File: src/w5500_pkg.sv
// ****************************
// w5500 frame ids, spi stream types,
// register map and command codes
// ****************************
`default_nettype none

package w5500_pkg;

  // init frames first, then the send sequence in issue order
  typedef enum logic [3:0] {
    frm_gateway   = 4'd0,
    frm_mask      = 4'd1,
    frm_mac       = 4'd2,
    frm_local_ip  = 4'd3,
    frm_sock_mode = 4'd4,
    frm_src_port  = 4'd5,
    frm_sock_open = 4'd6,
    frm_dest_ip   = 4'd7,
    frm_dest_port = 4'd8,
    frm_rd_txwr   = 4'd9,
    frm_payload   = 4'd10,
    frm_wr_txwr   = 4'd11,
    frm_send      = 4'd12
  } frame_id_e;

  localparam frame_id_e INIT_FIRST = frm_gateway;
  localparam frame_id_e INIT_LAST  = frm_sock_open;

  // one byte on the spi stream, last closes the chip select frame
  typedef struct packed {
    logic [7:0] data;
    logic       last;
  } spi_beat_t;

  typedef struct packed {
    frame_id_e   id;
    logic [15:0] count;
  } frame_req_t;

  // common registers
  localparam logic [15:0] reg_gar      = 16'h0001;
  localparam logic [15:0] reg_subr     = 16'h0005;
  localparam logic [15:0] reg_shar     = 16'h0009;
  localparam logic [15:0] reg_sipr     = 16'h000f;

  // socket 0 registers
  localparam logic [15:0] reg_sn_mr    = 16'h0000;
  localparam logic [15:0] reg_sn_cr    = 16'h0001;
  localparam logic [15:0] reg_sn_port  = 16'h0004;
  localparam logic [15:0] reg_sn_dipr  = 16'h000c;
  localparam logic [15:0] reg_sn_dport = 16'h0010;
  localparam logic [15:0] reg_sn_tx_wr = 16'h0024;

  // control bytes, block select plus rw bit, variable length mode
  localparam logic [7:0] cmd_ctl_common_wr = 8'h04;
  localparam logic [7:0] cmd_ctl_sock_wr   = 8'h0c;
  localparam logic [7:0] cmd_ctl_sock_rd   = 8'h08;
  localparam logic [7:0] cmd_ctl_txbuf_wr  = 8'h14;

  localparam logic [7:0] cmd_mode_udp = 8'h02;
  localparam logic [7:0] cmd_open     = 8'h01;
  localparam logic [7:0] cmd_send     = 8'h20;

endpackage

`default_nettype wire

File: src/udp_payload_fifo.sv
// ****************************
// single clock payload byte fifo
// ****************************
`timescale 1ns/1ps
`default_nettype none

module udp_payload_fifo #(
  parameter int FIFO_DEPTH = 16
) (
  input  logic        clk,
  input  logic        rstn,
  input  logic [7:0]  in_data,
  input  logic        in_valid,
  output logic        in_ready,
  output logic [7:0]  rd_data,
  input  logic        rd_en,
  output logic [15:0] count
);

  localparam int AW = (FIFO_DEPTH > 1) ? $clog2(FIFO_DEPTH) : 1;
  localparam logic [AW-1:0] LAST_PTR = AW'(FIFO_DEPTH - 1);
  localparam logic [15:0] DEPTH_W = 16'(FIFO_DEPTH);

  logic [7:0]    mem [FIFO_DEPTH];
  logic [AW-1:0] wr_ptr;
  logic [AW-1:0] rd_ptr;
  logic          wr_en;

  assign in_ready = (count != DEPTH_W);
  assign wr_en    = in_valid & in_ready;
  // head byte is always visible, rd_en pops it
  assign rd_data  = mem[rd_ptr];

  always_ff @(posedge clk) begin
    if (wr_en)
      mem[wr_ptr] <= in_data;
  end

  always_ff @(posedge clk or negedge rstn) begin
    if (!rstn) begin
      wr_ptr <= '0;
      rd_ptr <= '0;
      count  <= '0;
    end else begin
      if (wr_en)
        wr_ptr <= (wr_ptr == LAST_PTR) ? '0 : wr_ptr + 1'b1;
      if (rd_en)
        rd_ptr <= (rd_ptr == LAST_PTR) ? '0 : rd_ptr + 1'b1;
      case ({wr_en, rd_en})
        2'b10:   count <= count + 16'd1;
        2'b01:   count <= count - 16'd1;
        default: count <= count;
      endcase
    end
  end

endmodule

`default_nettype wire

File: src/spi_byte_master.sv
// ****************************
// mode 0 spi byte shifter with
// per frame chip select
// ****************************
`timescale 1ns/1ps
`default_nettype none

module spi_byte_master #(
  parameter logic [7:0] SPI_DIV = 8'd4
) (
  input  logic                 clk,
  input  logic                 rstn,
  input  w5500_pkg::spi_beat_t beat,
  input  logic                 beat_valid,
  output logic                 beat_ready,
  output logic [7:0]           rx_byte,
  output logic                 rx_valid,
  output logic                 sck,
  output logic                 mosi,
  input  logic                 miso,
  output logic                 cs_n
);

  typedef enum logic [1:0] {s_idle, s_shift, s_gap} sstate_e;

  sstate_e    state;
  logic [8:0] cnt;
  logic [2:0] bit_cnt;
  logic [7:0] tx_sh;
  logic [7:0] rx_sh;
  logic       last_q;
  logic       half_tick;
  logic       gap_end;

  assign half_tick  = (cnt == {1'b0, SPI_DIV} - 9'd1);
  assign gap_end    = (cnt == {SPI_DIV, 1'b0} - 9'd1);
  assign beat_ready = (state == s_idle);
  assign mosi       = tx_sh[7];
  assign rx_byte    = rx_sh;

  always_ff @(posedge clk or negedge rstn) begin
    if (!rstn) begin
      state    <= s_idle;
      cnt      <= '0;
      bit_cnt  <= '0;
      tx_sh    <= '0;
      rx_sh    <= '0;
      last_q   <= 1'b0;
      sck      <= 1'b0;
      cs_n     <= 1'b1;
      rx_valid <= 1'b0;
    end else begin
      rx_valid <= 1'b0;
      case (state)
        s_idle: begin
          if (beat_valid) begin
            // msb goes out half a period ahead of the first rising edge
            tx_sh   <= beat.data;
            last_q  <= beat.last;
            cs_n    <= 1'b0;
            cnt     <= '0;
            bit_cnt <= '0;
            state   <= s_shift;
          end
        end
        s_shift: begin
          if (half_tick) begin
            cnt <= '0;
            sck <= ~sck;
            if (!sck) begin
              rx_sh <= {rx_sh[6:0], miso};
            end else begin
              // falling edge, next bit onto mosi
              bit_cnt <= bit_cnt + 3'd1;
              tx_sh   <= {tx_sh[6:0], 1'b0};
              if (bit_cnt == 3'd7) begin
                rx_valid <= 1'b1;
                if (last_q) begin
                  cs_n  <= 1'b1;
                  state <= s_gap;
                end else begin
                  state <= s_idle;
                end
              end
            end
          end else begin
            cnt <= cnt + 9'd1;
          end
        end
        s_gap: begin
          // chip select high time between frames
          if (gap_end) begin
            cnt   <= '0;
            state <= s_idle;
          end else begin
            cnt <= cnt + 9'd1;
          end
        end
        default: state <= s_idle;
      endcase
    end
  end

endmodule

`default_nettype wire

File: src/w5500_frame_builder.sv
// ****************************
// w5500 frame builder, header and
// data bytes onto the spi stream
// ****************************
`timescale 1ns/1ps
`default_nettype none

module w5500_frame_builder #(
  parameter logic [31:0] LOCAL_IP    = 32'hc0a8_01c7,
  parameter logic [31:0] GATEWAY_IP  = 32'hc0a8_0101,
  parameter logic [31:0] SUBNET_MASK = 32'hffff_ff00,
  parameter logic [47:0] MAC_ADDR    = 48'h0c29_ab7c_0001,
  parameter logic [15:0] SRC_PORT    = 16'h1388,
  parameter logic [31:0] DEST_IP     = 32'hc0a8_01be,
  parameter logic [15:0] DEST_PORT   = 16'h1770
) (
  input  logic                  clk,
  input  logic                  rstn,
  input  w5500_pkg::frame_req_t frame_req,
  input  logic                  frame_valid,
  output logic                  frame_ready,
  output logic                  frame_done,
  output w5500_pkg::spi_beat_t  beat,
  output logic                  beat_valid,
  input  logic                  beat_ready,
  input  logic [7:0]            rx_byte,
  input  logic                  rx_valid,
  input  logic [7:0]            rd_data,
  output logic                  rd_en
);

  import w5500_pkg::*;

  typedef enum logic [1:0] {b_idle, b_send, b_wait} bstate_e;

  bstate_e     state;
  frame_req_t  req_q;
  logic [16:0] idx;
  logic [2:0]  rx_cnt;
  logic [15:0] tx_ptr;
  logic [15:0] ptr_next;
  logic [15:0] addr;
  logic [7:0]  ctl;
  logic [15:0] len;
  logic [47:0] data_word;
  logic [47:0] data_shift;
  logic [2:0]  d_idx;
  logic        last_beat;
  logic        payload_beat;

  assign ptr_next = tx_ptr + req_q.count;

  // address, control byte, data length and left aligned data per frame
  always_comb begin
    case (req_q.id)
      frm_gateway:   {addr, ctl, len, data_word} = {reg_gar, cmd_ctl_common_wr, 16'd4,
                                                    GATEWAY_IP, 16'h0};
      frm_mask:      {addr, ctl, len, data_word} = {reg_subr, cmd_ctl_common_wr, 16'd4,
                                                    SUBNET_MASK, 16'h0};
      frm_mac:       {addr, ctl, len, data_word} = {reg_shar, cmd_ctl_common_wr, 16'd6,
                                                    MAC_ADDR};
      frm_local_ip:  {addr, ctl, len, data_word} = {reg_sipr, cmd_ctl_common_wr, 16'd4,
                                                    LOCAL_IP, 16'h0};
      frm_sock_mode: {addr, ctl, len, data_word} = {reg_sn_mr, cmd_ctl_sock_wr, 16'd1,
                                                    cmd_mode_udp, 40'h0};
      frm_src_port:  {addr, ctl, len, data_word} = {reg_sn_port, cmd_ctl_sock_wr, 16'd2,
                                                    SRC_PORT, 32'h0};
      frm_sock_open: {addr, ctl, len, data_word} = {reg_sn_cr, cmd_ctl_sock_wr, 16'd1,
                                                    cmd_open, 40'h0};
      frm_dest_ip:   {addr, ctl, len, data_word} = {reg_sn_dipr, cmd_ctl_sock_wr, 16'd4,
                                                    DEST_IP, 16'h0};
      frm_dest_port: {addr, ctl, len, data_word} = {reg_sn_dport, cmd_ctl_sock_wr, 16'd2,
                                                    DEST_PORT, 32'h0};
      frm_rd_txwr:   {addr, ctl, len, data_word} = {reg_sn_tx_wr, cmd_ctl_sock_rd, 16'd2,
                                                    48'h0};
      // buffer offset is the pointer read back from the chip
      frm_payload:   {addr, ctl, len, data_word} = {tx_ptr, cmd_ctl_txbuf_wr, req_q.count,
                                                    48'h0};
      frm_wr_txwr:   {addr, ctl, len, data_word} = {reg_sn_tx_wr, cmd_ctl_sock_wr, 16'd2,
                                                    ptr_next, 32'h0};
      frm_send:      {addr, ctl, len, data_word} = {reg_sn_cr, cmd_ctl_sock_wr, 16'd1,
                                                    cmd_send, 40'h0};
      default:       {addr, ctl, len, data_word} = {16'h0, 8'h0, 16'd1, 48'h0};
    endcase
  end

  // data byte n of the frame sits at stream index n + 3
  assign d_idx      = idx[2:0] - 3'd3;
  assign data_shift = data_word << {d_idx, 3'b000};
  assign last_beat  = (idx == {1'b0, len} + 17'd2);

  always_comb begin
    case (idx)
      17'd0:   beat.data = addr[15:8];
      17'd1:   beat.data = addr[7:0];
      17'd2:   beat.data = ctl;
      default: beat.data = (req_q.id == frm_payload) ? rd_data : data_shift[47:40];
    endcase
    beat.last = last_beat;
  end

  assign frame_ready  = (state == b_idle);
  assign beat_valid   = (state == b_send);
  assign payload_beat = (req_q.id == frm_payload) && (idx > 17'd2);
  assign rd_en        = beat_valid & beat_ready & payload_beat;

  always_ff @(posedge clk or negedge rstn) begin
    if (!rstn) begin
      state      <= b_idle;
      req_q      <= '{id: frm_gateway, count: 16'd0};
      idx        <= '0;
      rx_cnt     <= '0;
      tx_ptr     <= '0;
      frame_done <= 1'b0;
    end else begin
      frame_done <= 1'b0;
      if (rx_valid)
        rx_cnt <= rx_cnt + 3'd1;
      // pointer comes back msb first in the two data bytes
      if (rx_valid && req_q.id == frm_rd_txwr) begin
        if (rx_cnt == 3'd3)
          tx_ptr[15:8] <= rx_byte;
        if (rx_cnt == 3'd4)
          tx_ptr[7:0] <= rx_byte;
      end
      case (state)
        b_idle: begin
          if (frame_valid) begin
            req_q  <= frame_req;
            idx    <= '0;
            rx_cnt <= '0;
            state  <= b_send;
          end
        end
        b_send: begin
          if (beat_ready) begin
            idx <= idx + 17'd1;
            if (last_beat)
              state <= b_wait;
          end
        end
        b_wait: begin
          if (rx_valid) begin
            frame_done <= 1'b1;
            state      <= b_idle;
          end
        end
        default: state <= b_idle;
      endcase
    end
  end

endmodule

`default_nettype wire

File: src/w5500_seq_ctrl.sv
// ****************************
// init table and send sequence FSM
// ****************************
`timescale 1ns/1ps
`default_nettype none

module w5500_seq_ctrl (
  input  logic                  clk,
  input  logic                  rstn,
  input  logic                  send,
  input  logic [15:0]           fifo_count,
  output w5500_pkg::frame_req_t frame_req,
  output logic                  frame_valid,
  input  logic                  frame_ready,
  input  logic                  frame_done,
  output logic                  busy,
  output logic                  init_done
);

  import w5500_pkg::*;

  typedef enum logic [1:0] {st_idle, st_issue, st_wait_done, st_next} state_e;

  state_e      state;
  frame_id_e   cur_id;
  logic [15:0] burst_len;

  assign frame_valid = (state == st_issue);
  // every frame of a send carries the latched burst length
  assign frame_req   = '{id: cur_id, count: burst_len};

  always_ff @(posedge clk or negedge rstn) begin
    if (!rstn) begin
      state     <= st_idle;
      cur_id    <= INIT_FIRST;
      burst_len <= '0;
      busy      <= 1'b1;
      init_done <= 1'b0;
    end else begin
      case (state)
        st_idle: begin
          if (!init_done) begin
            state <= st_issue;
          end else if (send && fifo_count != 16'd0) begin
            // bytes written after this point wait for the next send
            burst_len <= fifo_count;
            cur_id    <= frm_dest_ip;
            busy      <= 1'b1;
            state     <= st_issue;
          end
        end

        st_issue: begin
          if (frame_ready)
            state <= st_wait_done;
        end

        st_wait_done: begin
          if (frame_done)
            state <= st_next;
        end

        st_next: begin
          if (cur_id == INIT_LAST) begin
            // socket open, ready for payload
            init_done <= 1'b1;
            busy      <= 1'b0;
            state     <= st_idle;
          end else if (cur_id == frm_send) begin
            busy  <= 1'b0;
            state <= st_idle;
          end else begin
            cur_id <= frame_id_e'(cur_id + 4'd1);
            state  <= st_issue;
          end
        end

        default: state <= st_idle;
      endcase
    end
  end

endmodule

`default_nettype wire

File: src/w5500_udp_top.sv
// ****************************
// w5500 udp sender top level
// ****************************
`timescale 1ns/1ps
`default_nettype none

module w5500_udp_top #(
  parameter logic [31:0] LOCAL_IP    = 32'hc0a8_01c7,
  parameter logic [31:0] GATEWAY_IP  = 32'hc0a8_0101,
  parameter logic [31:0] SUBNET_MASK = 32'hffff_ff00,
  parameter logic [47:0] MAC_ADDR    = 48'h0c29_ab7c_0001,
  parameter logic [15:0] SRC_PORT    = 16'h1388,
  parameter logic [31:0] DEST_IP     = 32'hc0a8_01be,
  parameter logic [15:0] DEST_PORT   = 16'h1770,
  parameter logic [7:0]  SPI_DIV     = 8'd4,
  parameter int          FIFO_DEPTH  = 16
) (
  input  logic       clk,
  input  logic       rstn,
  input  logic [7:0] in_data,
  input  logic       in_valid,
  output logic       in_ready,
  input  logic       send,
  output logic       busy,
  output logic       init_done,
  output logic       sck,
  output logic       mosi,
  input  logic       miso,
  output logic       cs_n
);

  import w5500_pkg::*;

  frame_req_t  frame_req;
  logic        frame_valid;
  logic        frame_ready;
  logic        frame_done;
  spi_beat_t   beat;
  logic        beat_valid;
  logic        beat_ready;
  logic [7:0]  rx_byte;
  logic        rx_valid;
  logic [7:0]  rd_data;
  logic        rd_en;
  logic [15:0] fifo_count;

  // port names match the nets below
  w5500_seq_ctrl u_ctrl (.*);

  w5500_frame_builder #(
    .LOCAL_IP    (LOCAL_IP),
    .GATEWAY_IP  (GATEWAY_IP),
    .SUBNET_MASK (SUBNET_MASK),
    .MAC_ADDR    (MAC_ADDR),
    .SRC_PORT    (SRC_PORT),
    .DEST_IP     (DEST_IP),
    .DEST_PORT   (DEST_PORT)
  ) u_builder (.*);

  udp_payload_fifo #(
    .FIFO_DEPTH (FIFO_DEPTH)
  ) u_fifo (
    .count (fifo_count),
    .*
  );

  spi_byte_master #(
    .SPI_DIV (SPI_DIV)
  ) u_spi (.*);

endmodule

`default_nettype wire

File: config.mk
export PLATFORM = sky130hd
export DESIGN_NAME = w5500_udp_top
export DESIGN_NICKNAME = d
export VERILOG_FILES = /design/src/w5500_pkg.sv /design/src/udp_payload_fifo.sv /design/src/spi_byte_master.sv /design/src/w5500_frame_builder.sv /design/src/w5500_seq_ctrl.sv /design/src/w5500_udp_top.sv
export SDC_FILE = /design/constraint.sdc
export NUM_CORES = 1
export LEC_CHECK = 0
export ABC_AREA = 1
export BUFFER_PORTS_ARGS = -buffer_cell sky130_fd_sc_hd__buf_2
export CAP_MARGIN = 20
export CORE_ASPECT_RATIO = 0.9
export CORE_MARGIN = 2
export CORE_UTILIZATION = 25
export DETAILED_ROUTE_END_ITERATION = 8
export GPL_TIMING_DRIVEN = 0
export REMOVE_ABC_BUFFERS = 1
export SLEW_MARGIN = 20
export SYNTH_ARGS = -nofsm -noshare
export SYNTH_HDL_FRONTEND = slang
export SYNTH_SLANG_ARGS = --single-unit
File: constraint.sdc
create_clock -name clk -period 3.68 [get_ports clk]
set_input_delay 0.368 -clock clk [delete_from_list [all_inputs] [get_ports clk]]
set_output_delay 0.368 -clock clk [all_outputs]
set_load 0.01 [all_outputs]
Yosys cells after proc, flatten, opt, wreduce, memory -nomap -nowiden
Memory sizes are Yosys's and may differ from the RTL's.
Index checks and enable logic that the tools add are counted.
{"block": "op_classes", "n_addsub": 12, "mux": 70, "reduce_logical": 37, "magnitude_cmp": 1, "shift": 1, "eq_ne": 52, "bitwise_logic": 4}
{"cell": "$pmux W48 S11", "count": 1}
{"cell": "$pmux W16 S9", "count": 1}
{"cell": "$pmux W16 S4", "count": 1}
{"cell": "$shl A48 B6 Y48", "count": 1}
{"cell": "$mux W17", "count": 2}
{"cell": "$pmux W17 S2", "count": 1}
{"cell": "$eq A4 B4 Y1 const B", "count": 8}
{"cell": "$mux W8", "count": 4}
{"cell": "$pmux W16 S2", "count": 1}
{"cell": "$mux W2", "count": 15}
{"cell": "$mux W9", "count": 3}
{"cell": "$pmux W9 S3", "count": 1}
{"cell": "$mux W4", "count": 6}
{"cell": "$pmux W8 S3", "count": 1}
{"cell": "$ne A2 B1 Y1 const B", "count": 11}
{"cell": "$eq A4 B3 Y1 const B", "count": 5}
{"cell": "$pmux W5 S4", "count": 1}
{"cell": "$mux W1", "count": 18}
{"cell": "$mux W3", "count": 6}
{"cell": "$add A16 B2 Y17 const B", "count": 1}
{"cell": "$add A17 B1 Y17 const B", "count": 1}
{"cell": "$eq A17 B1 Y1 const B", "count": 1}
{"cell": "$eq A17 B17 Y1", "count": 1}
{"cell": "$eq A17 B2 Y1 const B", "count": 1}
{"cell": "44 further kinds", "count": 85}
{"block": "totals", "memories": 1, "ram_bits": 128, "out_inout_bits": 6, "register_bits": 141, "input_bits": 13}
{"memory": "u_fifo.mem", "words": 16, "word_bits": 8, "read_ports": 1, "rd_ports_with_merged_regs": 0, "wr": 1, "line": "udp_payload_fifo.sv:24", "text": "logic [7:0] mem [FIFO_DEPTH];"}

Depth between registers and ports, before layout
Gate-level depths: netlist of run 1.
{"block": "depth", "depth_word": 8, "depth_mapped": 23}

Hierarchy
Synthesis of run 1 repeated with hierarchy kept, for this count alone.
{"block": "hier_totals", "hier_cells": 1849, "hier_area_um2": 15303.4}
{"module": "udp_payload_fifo", "instances": 1, "cells_per_inst": 713, "area_each_um2": 7175.6}
{"module": "w5500_frame_builder", "instances": 1, "cells_per_inst": 757, "area_each_um2": 4956.0}
{"module": "spi_byte_master", "instances": 1, "cells_per_inst": 223, "area_each_um2": 1866.8}
{"module": "w5500_seq_ctrl", "instances": 1, "cells_per_inst": 156, "area_each_um2": 1305.0}

Least setup slack after synthesis of run 1
No wires, ideal clock.
{"block": "synth_timing", "kind": "register -> register", "startpoint": "register u_builder.idx[0]", "endpoint": "register u_fifo.count[11]", "setup_slack_ns": 0.084, "required_ns": 3.562, "arrival_time_ns": 3.478, "setup_ns": 0.118, "path_stages_with_launch": 21, "n_path_buf": 2, "path_cell_list": "dfrtp_1 -> clkbuf_2 -> inv_1 -> buf_1 -> ha_1 -> nand4_1 -> nand2_1 -> inv_1 -> ha_1 -> ha_1 -> a21oi_1 -> nand2_1 -> a21oi_1 -> o21ai_0 -> nand2_1 -> a31oi_1 -> nand2_1 -> nand2_1 -> or2_2 -> nand3_1 -> nand2_1"}
{"block": "synth_between", "elab_chain_len": 5, "elab_cells_between_ends": 7, "classes_between": "1 x order compare; 2 x eq/ne; 1 x mux; 1 x bitwise; 2 x reduce/logical"}
{"item": "start: declaration", "line": "w5500_frame_builder.sv:38", "text": "logic [16:0] idx;"}
{"item": "start signal: assignment", "line": "w5500_frame_builder.sv:137", "text": "idx <= idx + 17'd1;"}
{"item": "$gt A17 B2 Y1 (*)", "line": "w5500_frame_builder.sv:104", "text": "assign payload_beat = (req_q.id == frm_payload) && (idx > 17'd2);"}
{"item": "$logic_and A1 B1 Y1 (*)", "line": "w5500_frame_builder.sv:104"}
{"item": "$and A1 B1 Y1 (*)", "line": "w5500_frame_builder.sv:105", "text": "assign rd_en = beat_valid & beat_ready & payload_beat;"}
{"item": "named net rd_en", "line": "w5500_udp_top.sv:44", "text": "logic rd_en;"}
{"item": "$eq A2 B1 Y1 or $eq A2 B2 Y1 (tied branches)", "line": "udp_payload_fifo.sv:49", "text": "case ({wr_en, rd_en})"}
{"item": "$pmux W16 S2 or $reduce_bool A2 Y1 (tied branches)"}
{"item": "end signal: assignment", "line": "udp_payload_fifo.sv:50", "text": "2'b10: count <= count + 16'd1;"}
{"item": "end signal: assignment", "line": "udp_payload_fifo.sv:51", "text": "2'b01: count <= count - 16'd1;"}
{"item": "end signal: assignment", "line": "udp_payload_fifo.sv:52", "text": "default: count <= count;"}
{"item": "end: declaration", "line": "udp_payload_fifo.sv:17", "text": "output logic [15:0] count"}
Mark *: on every way through the listed nets, which the timed path passes. The rest lies on a longest branch.
A chain may end at the register's enable or synchronous reset.

Worst setup path after layout of run 1
{"block": "layout_timing", "startpoint": "register u_spi.state[1]", "endpoint": "register u_fifo.count[11]"}
{"block": "layout_between", "elab_chain_len": 5, "elab_cells_between_ends": 7, "classes_between": "2 x eq/ne; 1 x mux; 2 x bitwise; 2 x reduce/logical"}
{"item": "start: declaration", "line": "spi_byte_master.sv:26", "text": "sstate_e state;"}
{"item": "start signal: assignment", "line": "spi_byte_master.sv:43", "text": "state <= s_idle;"}
{"item": "start signal: assignment", "line": "spi_byte_master.sv:63", "text": "state <= s_shift;"}
{"item": "start signal: assignment", "line": "spi_byte_master.sv:80", "text": "state <= s_gap;"}
{"item": "$logic_not A2 Y1 (*)", "line": "spi_byte_master.sv:37", "text": "assign beat_ready = (state == s_idle);"}
{"item": "$and A1 B1 Y1 (*) (2 in a row)", "line": "w5500_frame_builder.sv:105"}
{"item": "named net rd_en", "line": "w5500_udp_top.sv:44"}
{"item": "$eq A2 B1 Y1 or $eq A2 B2 Y1 (tied branches)", "line": "udp_payload_fifo.sv:49"}
{"item": "$pmux W16 S2 or $reduce_bool A2 Y1 (tied branches)"}
Marked as above.

==> results of run 1 <==
==> area by class of cell <==
class | instances | area [um2]
fill | 6098 | 41400
sequential | 269 | 7380
multi-input combinational | 1244 | 6550
tap | 774 | 968
inverter | 194 | 737
clock buffer | 32 | 726
timing repair buffer | 35 | 308
clock inverter | 19 | 246
==> placed cells by master, fill, tap and decap left out, types with 9 or more instances in the layout <==
cell type,instances
nor3_1,19
nand3_1,97
dfrtp_1,131
buf_4,11
clkbuf_16,28
nand2_1,405
o22ai_1,26
buf_2,17
nor2_4,10
o21ai_0,190
nor2_2,9
inv_1,175
ha_1,56
nor2_1,198
o221ai_1,11
nand2_2,11
xor2_1,15
nand4_1,31
a21oi_1,76
edfxtp_1,128
clkinv_1,13
inv_2,9
==> worst max-delay path, delay by kind of cell, from the launching register on <==
kind                     cells  cell delay (ns)
adder cells (fa/ha/maj)      3             0.69
AO/OA/AOI/OAI                5             0.75
flip-flops                   1             0.42
AND/OR/NAND/NOR             10             1.07
buffers and inverters        3             0.39
==> metrics by stage <==
stage / utilization / setup WS [ns] / instances / hold WS (ns)
2_1_floorplan: - / 0.124 / 1706 / 0.0724
3_3_place_gp: 0.267 / -1.47 / 2498 / 0.458
3_5_place_dp: 0.269 / -0.913 / 2504 / 0.324
4_1_cts: 0.288 / 0.00719 / 2564 / 0.0235
5_1_grt: 0.290 / -0.0306 / 2567 / 0.0436
6_report: 0.290 / 0.195 / 2567 / 0.0525
==> Yosys cell counts (8+ instances only) <==
library cell | instances | share of area
nand2_2 | 9 | 0.0038
or2_2 | 8 | 0.0034
nand3_1 | 97 | 0.033
edfxtp_1 | 128 | 0.26
nor3_1 | 23 | 0.0078
xor2_1 | 15 | 0.0089
ha_1 | 58 | 0.049
dfrtp_1 | 139 | 0.24
o22ai_1 | 26 | 0.011
nand4_1 | 31 | 0.013
o221ai_1 | 11 | 0.0065
o21ai_0 | 191 | 0.065
nand2_1 | 408 | 0.10
nor2_1 | 202 | 0.051
clkbuf_1 | 41 | 0.010
a21oi_1 | 78 | 0.026
inv_1 | 184 | 0.047
==> path summary, 6_finish.rpt <==
path / end / slack, ns / cells past startpoint
max in group asynchronous: u_spi.rx_byte[0] / 2.59 / 3
worst min-delay path: u_spi.rx_byte[0] / 0.05 / 2
min in group asynchronous: u_builder.idx[15] / 0.31 / 2
worst min register to register: u_spi.cs_n / 0.47 / 2
worst max-delay path: u_fifo.count[11] / 0.20 / 21
worst max register to register: u_fifo.count[11] / 0.20 / 21
==> power by group through the flow <==
stage | registers (uW) | logic (uW) | clock network (uW)
floorplan | 3500 | 377 | 0
global placement | 3530 | 544 | 0
detailed placement | 3540 | 570 | 0
CTS | 3480 | 576 | 3060
global route | 3500 | 665 | 3180
finish | 3480 | 577 | 2980
==> cell families (layout without fill, tap and decap cells) <==
family                     count (synthesis)  in the layout  share of synthesized area
AOI/OAI and AO/OA                        349            349                      0.131
DFF                                      269            269                      0.500
adders and majority gates                 60             60                     0.0519
muxes                                      1              1                   0.000763
xor gates and xnor gates                  19             19                     0.0123
and+or+nand+nor                          814            815                      0.239
buffers and inverters                    245            280                     0.0648
==> per-layer routing <==
| metal | GRT usage | vias up | part of all wire |
|---|---|---|---|
| met1 | 0.169 | 5677 | 0.47 |
| met2 | 0.202 | 273 | 0.45 |
| met4 | 0.0454 | 2 | 0.031 |
| met5 | 0 | - | 0.00034 |
| met3 | 0.0154 | 70 | 0.047 |
| li1 | - | 5957 | - |
==> timing repair <==
| action | CTS | global route |
|---|---|---|
| endpoints found under the setup margin | 13 | 5 |
| resized for setup | 8 | 28 |
| hold endpoints to repair | 52 | 0 |
| pin swaps | 2 | 2 |
| hold buffers | 1 | 0 |
| cloned | 1 | 0 |
| buffers inserted | 7 | 3 |
==> flip-flops by register name (all words and copies together), names as in the netlist, 2 cells and up <==
name / cells
u_fifo.mem: 128
u_builder.req_q: 20
u_builder.idx: 17
u_builder.tx_ptr: 16
u_ctrl.burst_len: 16
u_fifo.count: 16
u_spi.cnt: 9
u_spi.rx_byte: 8
u_spi.tx_sh: 8
u_ctrl.cur_id: 4
u_fifo.rd_ptr: 4
u_fifo.wr_ptr: 4
u_builder.rx_cnt: 3
u_spi.bit_cnt: 3
u_builder.state: 2
u_ctrl.state: 2
u_spi.state: 2
==> metrics.txt, run 1 <==
outcome=complete, no violations; I/O pin count=19; Async S/R FF share, synth=0.524; Area growth syn-to-layout=14.7%; HP Class=in2reg; Setup Viol. Count Final=0; Final Cycle Share=0.947; global-route usage over all layers=0.124; die height=234 um; post-synthesis sequential area ratio=0.500; vias in the first global route=11400; Pre-Repair DR Iteration Count=5; Slew headroom=0.279; DRT iter0 DRCs=975; Num CTS Buffers=28; Final Cell Area=16900 um2; Die W=260 um; Crit Reg-Reg Startpoint=u_spi.state[1]; fraction of layout cells with a size suffix above 1=0.0876; Crit path top cell by count=nand2_1; hold wc startpoint=miso; CTS tree=built; Rows=84; cell area after synthesis=14700 um2; clock latency at the later pin of the worst-skew pair=0.59 ns; clk_skew=0.0365 ns; Design Power=7040 uW; maximum capacitance violations=0; clock power share=0.424; Main synth FF type=dfrtp_1; Starting Density=0.253; root buf cell=clkbuf_16; RSZ-0062 raised after global routing=true; Remaining DRCs=0; H-tree Lvls=1; Worst Max-Slew Pin Slew=1.08 ns; critical path arrival=3.93 ns; Setup Crit Path Kind=reg2reg; worst path required time=4.13 ns; Final min period=3.48 ns; slowest stage delay, CP=0.42 ns; PwrDens=416 nW/um2; antenna violations before repair=1; part of the power in registers=0.494; crit path cell chain=inv_1 > ha_4 > nand2_4 > inv_1 > nand2_1 > a41oi_2 > nand2_2 > inv_4 > ha_4 > ha_1 > a21oi_1 > nand2_1 > a21oi_2 > o21ai_0 > nand2_1 > a31oi_1 > nand2_1 > nand2_1 > or2_2 > nand3_1 > nand2_1; VDD IR-drop max=0.360 mV; die area=61000 um2; Gate Count Post-Synth=1757; Highest Clock Rate=287 MHz; Synth warnings=0; DRT antenna net count=0; final HPWL from detailed placement=26.9 mm; leakage power total=0.00719 uW; clk slew on worst S/H paths=0.07 ns; GP Congestion=0.897; clock sink count=269; first-pass GRT wire length=60.8 mm; CP Launch Type=register; Crit. End Element=register; CP max-delay cell=dfrtp_1; Area after DPL=15700 um2; Setup TNS Final=0 ns; Final #Nets=1845; Via density=4.67; Slew Viols, Final=0; Post-synth EDFFs=128; GR Overflow Total=0; largest net degree at the start of global routing=89; Pint=5310 uW; clock buffer depth=3; #FFs+latches synth=269; via count=12000; combinational share of power=0.082; sw power=1730 uW; final hold vios=0; core area=58300 um2; routed len/inst=14.8 um; Crit. Startpoint=u_spi.state[1]; antenna cell count=0; Unique masters post-synth=60; DRT Wirelength=38.0 mm; Sw Share=0.246; Avg Cell Area, Syn=8.39 um2; Buffers on Ports=18; CP Max Fanout=9
(Power assumes the default switching activity.)
==> run 2: changes to the inputs <==
- CORE_UTILIZATION: 25 -> 30
==> run 2 against run 1 <==
Net effect:
- via count barely moved
- utilization up 5.4 points
- worst setup slack lost 0.010 ns
- final cell count shrank 5.3%
- sequential cell count is the same
- hold slack improved by 0.0029 ns
- critical path depth decreased by 1
- wire length is 1.4% lower
- combinational power about the same
- clock skew decreased by 0.015 ns
- clock-buffer cell count up 8
- critical path type unchanged
- critical endpoint is now u_fifo.count[10]
- largest cell class unchanged
- highest routed layer is now met4
==> metrics.txt, run 2 (synthesized netlist as in run 1, its figures left out) <==
outcome=complete, no violations (unchanged); Setup Crit Path Kind=reg2reg (unchanged); most used routing layer=met2 (unchanged); Remaining DRCs=0 (unchanged); GR Overflow Total=0 (unchanged); CP Launch Type=register (unchanged); global-route usage over all layers=0.147 (was 0.124); PwrDens=427 nW/um2 (was 416 nW/um2); Setup TNS Final=0 ns (unchanged); CP max-delay cell=dfrtp_1 (unchanged); M3 GR Usage=0.0170 (was 0.0154); final setup margin=0.185 ns (was 0.195 ns); clock sink count=269 (unchanged); maximum capacitance violations=0 (unchanged); clk_skew=0.0213 ns (was 0.0365 ns); Pint=5400 uW (was 5310 uW); met1 GRT Util=0.211 (was 0.169); Buf+Inv Stages, Crit Path=5 (was 3); crit path cell chain=inv_2 > nand4_1 > nor2_4 > nand4_1 > nand2_2 > inv_4 > ha_4 > clkbuf_4 > buf_4 > fa_1 > nand3_1 > nand2_2 > a21oi_1 > or2_2 > nand2_1 > a21oi_1 > inv_1 > or2_2 > nand3_1 > nand2_1 (was inv_1 > ha_4 > nand2_4 > inv_1 > nand2_1 > a41oi_2 > nand2_2 > inv_4 > ha_4 > ha_1 > a21oi_1 > nand2_1 > a21oi_2 > o21ai_0 > nand2_1 > a31oi_1 > nand2_1 > nand2_1 > or2_2 > nand3_1 > nand2_1); DRT Wirelength=37.4 mm (was 38.0 mm); Slew Viols, Final=0 (unchanged); final HPWL from detailed placement=26.6 mm (was 26.9 mm); Highest Clock Rate=286 MHz (was 287 MHz); Worst Max-Slew Pin Slew=1.08 ns (about the same); vias in the first global route=11500 (was 11400); slowest stage delay, CP=0.44 ns (was 0.42 ns); core area=48800 um2 (was 58300 um2); routed len/inst=15.4 um (was 14.8 um); clock latency at the later pin of the worst-skew pair=0.58 ns (was 0.59 ns); worst path required time=4.15 ns (was 4.13 ns); Biggest register=u_fifo.mem (unchanged); antenna violations before repair=0 (was 1); Num CTS Buffers=29 (was 28); leakage power total=0.00723 uW (was 0.00719 uW); met2 Use GR=0.227 (was 0.202); Starting Density=0.302 (was 0.253); die height=214 um (was 234 um); DRT iter0 DRCs=798 (was 975); most common cell after layout, fill and taps aside=nand2_1 (unchanged); critical path arrival=3.96 ns (was 3.93 ns); Final #Nets=1848 (was 1845); Via density=4.93 (was 4.67); H-tree Lvls=1 (unchanged); root buf cell=clkbuf_16 (unchanged); most frequent cells in the layout=404 x nand2_1, 200 x nor2_1, 190 x o21ai_0 (was 405 x nand2_1, 198 x nor2_1, 190 x o21ai_0); Rows=77 (was 84); clock power share=0.434 (was 0.424); HP Class=in2reg (unchanged); first-pass GRT wire length=60.8 mm (about the same); GP Congestion=0.936 (was 0.897); clock buffer depth=3 (unchanged); hold slack final=0.0553 ns (was 0.0525 ns); R2R setup slack=0.19 ns (was 0.20 ns); combinational share of power=0.081 (was 0.082); fraction of layout cells with a size suffix above 1=0.0940 (was 0.0876); Area growth syn-to-layout=13.8% (was 14.7%); max reg flops=128 (unchanged); sw power=1770 uW (was 1730 uW); CP Max Fanout=7 (was 9); via count=12000 (about the same); biggest regs=u_fifo.mem: 128 flops, u_builder.req_q: 20 flops, u_builder.idx: 17 flops (unchanged); Final Cycle Share=0.950 (was 0.947); delay-heaviest family, CP=simple AND/OR/NAND/NOR gates (unchanged); dpl ws=-0.890 ns (was -0.913 ns); DRT antenna net count=0 (unchanged); final core occ=0.344 (was 0.290); largest net degree at the start of global routing=77 (was 89); VDD IR-drop max=0.267 mV (was 0.360 mV); die area=51000 um2 (was 61000 um2); I/O pin count=19 (unchanged); Crit. End Element=register (unchanged); final hold vios=0 (unchanged); Sw Share=0.247 (was 0.246); Buffers on Ports=18 (unchanged); Setup Viol. Count Final=0 (unchanged); Pre-Repair DR Iteration Count=5 (unchanged); Die W=238 um (was 260 um); Final min period=3.49 ns (was 3.48 ns); clk slew on worst S/H paths=0.06 ns (was 0.07 ns); antenna cell count=0 (unchanged); part of the power in registers=0.485 (was 0.494); Design Power=7170 uW (was 7040 uW); CTS tree=built (unchanged); Slew headroom=0.280 (was 0.279)
==> run 2: changes by cell type in the layout (fill, tap and decap cells not counted), sizes merged <==
cell,previous run,this run
bufinv,5,4
clkinvlp,2,5
buf,34,35
clkinv,21,12
clkbuf,32,41
inv,185,187
==> run 2: final cells by class <==
class                      count  area (um2)
clock buffer                  40         827
clock inverter                14         199
fill                        4939       32100
inverter                     194         737
multi-input combinational   1244        6550
sequential                   269        7380
tap                          632         791
timing repair buffer          37         303
==> run 2: timing repair <==
item                                   4_1_cts  5_1_grt
gates cloned                                 1        0
endpoints found under the hold margin       64        0
gates resized for setup                      8       32
setup buffers                                5        7
hold buffers                                 1        0
setup endpoints to repair                   13        5
pin swaps                                    2        3
==> run 2: per-stage QoR <==
step                std cells  area (um2)
global route             2430       16800
floorplan                1706       14500
detailed placement       2362       15500
finish                   2430       16800
CTS                      2423       16600
global placement         2356       15400
==> run 2: path summary, 6_finish.rpt <==
check                                   from           endpoint  cells after the start
max in group asynchronous               rstn   u_spi.rx_byte[4]                      3
min                                     miso   u_spi.rx_byte[0]                      2
min reg2reg                       u_spi.cs_n         u_spi.cs_n                      2
max                        u_builder.idx[12]   u_fifo.count[10]                     20
max reg2reg                u_builder.idx[12]   u_fifo.count[10]                     20
min in group asynchronous               rstn  u_builder.idx[15]                      2
==> run 2: metal layers <==
layer	wire length, um	up-vias
li1	-	5974
met4	1220	0
met2	16600	297
met1	17700	5647
met5	0	-
met3	1880	72
==> run 2: power groups by stage <==
| stage | Combinational [uW] | Sequential, uW | Clock (uW) |
|---|---|---|---|
| after detailed placement | 574 | 3530 | 0 |
| after global placement | 550 | 3530 | 0 |
| final | 578 | 3480 | 3110 |
| after floorplan | 377 | 3500 | 0 |
| after global routing | 669 | 3500 | 3300 |
| after CTS | 579 | 3480 | 3170 |
==> run 3: changes to the inputs <==
- CORE_MARGIN: 2 -> 1.5
- PLACE_DENSITY_LB_ADDON: unset -> 0.15
- SLEW_MARGIN: 20 -> 30
==> run 3 against run 2 <==
Net effect:
- clock power increased by 3%
- clock skew up 0.00058 ns
- register-to-register slack lost 0.06 ns
- highest routed layer unchanged
- critical endpoint is now u_fifo.count[14]
- largest cell class unchanged
==> metrics.txt, run 3 (synthesized netlist as in run 1, its figures left out) <==
outcome=complete, no violations (unchanged); die height=213 um (was 214 um); Starting Density=0.306 (was 0.302); Biggest register=u_fifo.mem (unchanged); clk_skew=0.0219 ns (was 0.0213 ns); Design Power=7300 uW (was 7170 uW); Buffers on Ports=18 (unchanged); Crit path top cell by count=nand2_1; Rows=76 (was 77); CP Max Fanout=7 (unchanged); hold wc startpoint=miso (unchanged); CP max-delay cell=dfrtp_2 (was dfrtp_1); Setup Viol. Count Final=0 (unchanged); leakage power total=0.00732 uW (was 0.00723 uW); Remaining DRCs=0 (unchanged); Slew headroom=0.380 (was 0.280); most frequent cells in the layout=403 x nand2_1, 197 x nor2_1, 190 x o21ai_0 (was 404 x nand2_1, 200 x nor2_1, 190 x o21ai_0); biggest regs=u_fifo.mem: 128 flops, u_builder.req_q: 20 flops, u_builder.idx: 17 flops (unchanged); final hold vios=0 (unchanged); DRT iter0 DRCs=784 (was 798); global-route usage over all layers=0.161 (was 0.147); RSZ-0062 raised after global routing=true; VDD IR-drop max=0.247 mV (was 0.267 mV); R2R setup slack=0.13 ns (was 0.19 ns); largest net degree at the start of global routing=78 (was 77); I/O pin count=19 (unchanged); clock sink count=269 (unchanged); GP Congestion=0.866 (was 0.936); DRT antenna net count=0 (unchanged); Final #Nets=1868 (was 1848); Final Cycle Share=0.966 (was 0.950); CTS tree=built (unchanged); Worst Max-Slew Pin Slew=0.926 ns (was 1.08 ns); vias in the first global route=11200 (was 11500); H-tree Lvls=1 (unchanged); Area after DPL=15500 um2 (about the same); Buf+Inv Stages, Crit Path=6 (was 5); clock buffer depth=3 (unchanged); delay-heaviest family, CP=simple AND/OR/NAND/NOR gates (unchanged); Final min period=3.55 ns (was 3.49 ns); CP Launch Type=register (unchanged); FF-to-FF path depth=21 (was 20); first-pass GRT wire length=63.8 mm (was 60.8 mm); critical path arrival=4.00 ns (was 3.96 ns); Crit. End Element=register (unchanged); worst hold stages=2 (unchanged); clk slew on worst S/H paths=0.06 ns (about the same); antenna violations before repair=0 (unchanged); Final Cell Area=17100 um2 (was 16800 um2); PwrDens=427 nW/um2 (about the same); GR Overflow Total=0 (unchanged); fraction of layout cells with a size suffix above 1=0.116 (was 0.0940); hold slack final=0.0269 ns (was 0.0553 ns); Area growth syn-to-layout=15.9% (was 13.8%); most common cell after layout, fill and taps aside=nand2_1 (unchanged); Pre-Repair DR Iteration Count=5 (unchanged); Die W=237 um (was 238 um); root buf cell=clkbuf_16 (unchanged); hold endpoint=u_spi.rx_byte[0] (unchanged); antenna cell count=0 (unchanged); Slew Viols, Final=0 (unchanged); final HPWL from detailed placement=28.1 mm (was 26.6 mm); maximum capacitance violations=0 (unchanged); routed len/inst=16.4 um (was 15.4 um); die area=50500 um2 (was 51000 um2); Reg-to-Reg End=u_fifo.count[14] (was u_fifo.count[10]); final core occ=0.355 (was 0.344); DRT Wirelength=40.2 mm (was 37.4 mm); Setup Crit Path Kind=reg2reg (unchanged); core area=48200 um2 (was 48800 um2); slowest stage delay, CP=0.45 ns (was 0.44 ns); max reg flops=128 (unchanged); clock latency at the later pin of the worst-skew pair=0.60 ns (was 0.58 ns); Crit Reg-Reg Startpoint=u_builder.idx[2] (was u_builder.idx[12]); via count=11800 (was 12000); worst path required time=4.12 ns (was 4.15 ns); HP Class=in2reg (unchanged); crit path cell chain=buf_4 > inv_1 > nand4_1 > nor2_2 > a41oi_2 > nand2_2 > clkinvlp_4 > ha_4 > buf_4 > buf_12 > ha_2 > inv_1 > nor3_2 > nand3_1 > o2111ai_2 > nand2_1 > nand2_1 > nand2_1 > and3_1 > o21ai_0 > o21ai_0 (was inv_2 > nand4_1 > nor2_4 > nand4_1 > nand2_2 > inv_4 > ha_4 > clkbuf_4 > buf_4 > fa_1 > nand3_1 > nand2_2 > a21oi_1 > or2_2 > nand2_1 > a21oi_1 > inv_1 > or2_2 > nand3_1 > nand2_1); Highest Clock Rate=281 MHz (was 286 MHz); Num CTS Buffers=31 (was 29); Via density=4.84 (was 4.93)
## run 3: cell types whose count changed in the layout (fill, tap and decap cells not counted), sizes merged
cell      previous run  this run
inv                187       186
clkbuf              41        40
clkinvlp             5         3
buf                 35        54
clkinv              12        19
## run 3: report_power, final
group / switching [uW] / internal [uW]
registers: 120 / 3360
clock network: 1300 / 1910
logic: 413 / 191
## run 3: timing repair
item                                    CTS  global route
buffers inserted                          6            24
pin swaps                                 3            19
gates resized for setup                  14            54
endpoints found under the hold margin    62             0
endpoints found under the setup margin   13             5
cloned                                    1             0
hold buffers                              1             0
## run 3: metal layers
layer / wire length, um / GRT usage / share of wire
met1: 20900 / 0.243 / 0.52
met4: 964 / 0.0424 / 0.024
met5: 0 / 0 / 0
met2: 16700 / 0.240 / 0.41
met3: 1620 / 0.0223 / 0.040
## run 3: cell type report
class	instances	area (um2)
clock buffer	40	850
clock inverter	18	209
fill	4935	31100
inverter	194	746
multi-input combinational	1244	6670
sequential	269	7390
tap	624	781
timing repair buffer	55	454
## run 3: through the flow
stage	worst slack, ns	instances	TNS, ns
global placement	-1.88	2348	-32.81
CTS	0.0128	2420	0
detailed placement	-1.01	2354	-8.42
global route	-0.0735	2444	-0.130
floorplan	0.124	1706	0
finish	0.126	2444	0
## run 3: how the worst max path moves through the flow
| stage | start | end | slack, ns | cells after the start |
|---|---|---|---|---|
| finish | u_builder.idx[2] | u_fifo.count[14] | 0.13 | 21 |
| global placement | u_fifo.rd_ptr[0] | u_spi.tx_sh[7] | -1.88 | 11 |
| CTS | u_spi.state[1] | u_fifo.count[11] | 0.01 | 21 |
| floorplan | u_builder.req_q[16] | u_fifo.count[11] | 0.12 | 20 |
| global route | u_builder.idx[15] | u_fifo.count[14] | -0.07 | 20 |
| detailed placement | u_builder.req_q[16] | u_fifo.count[11] | -1.01 | 20 |
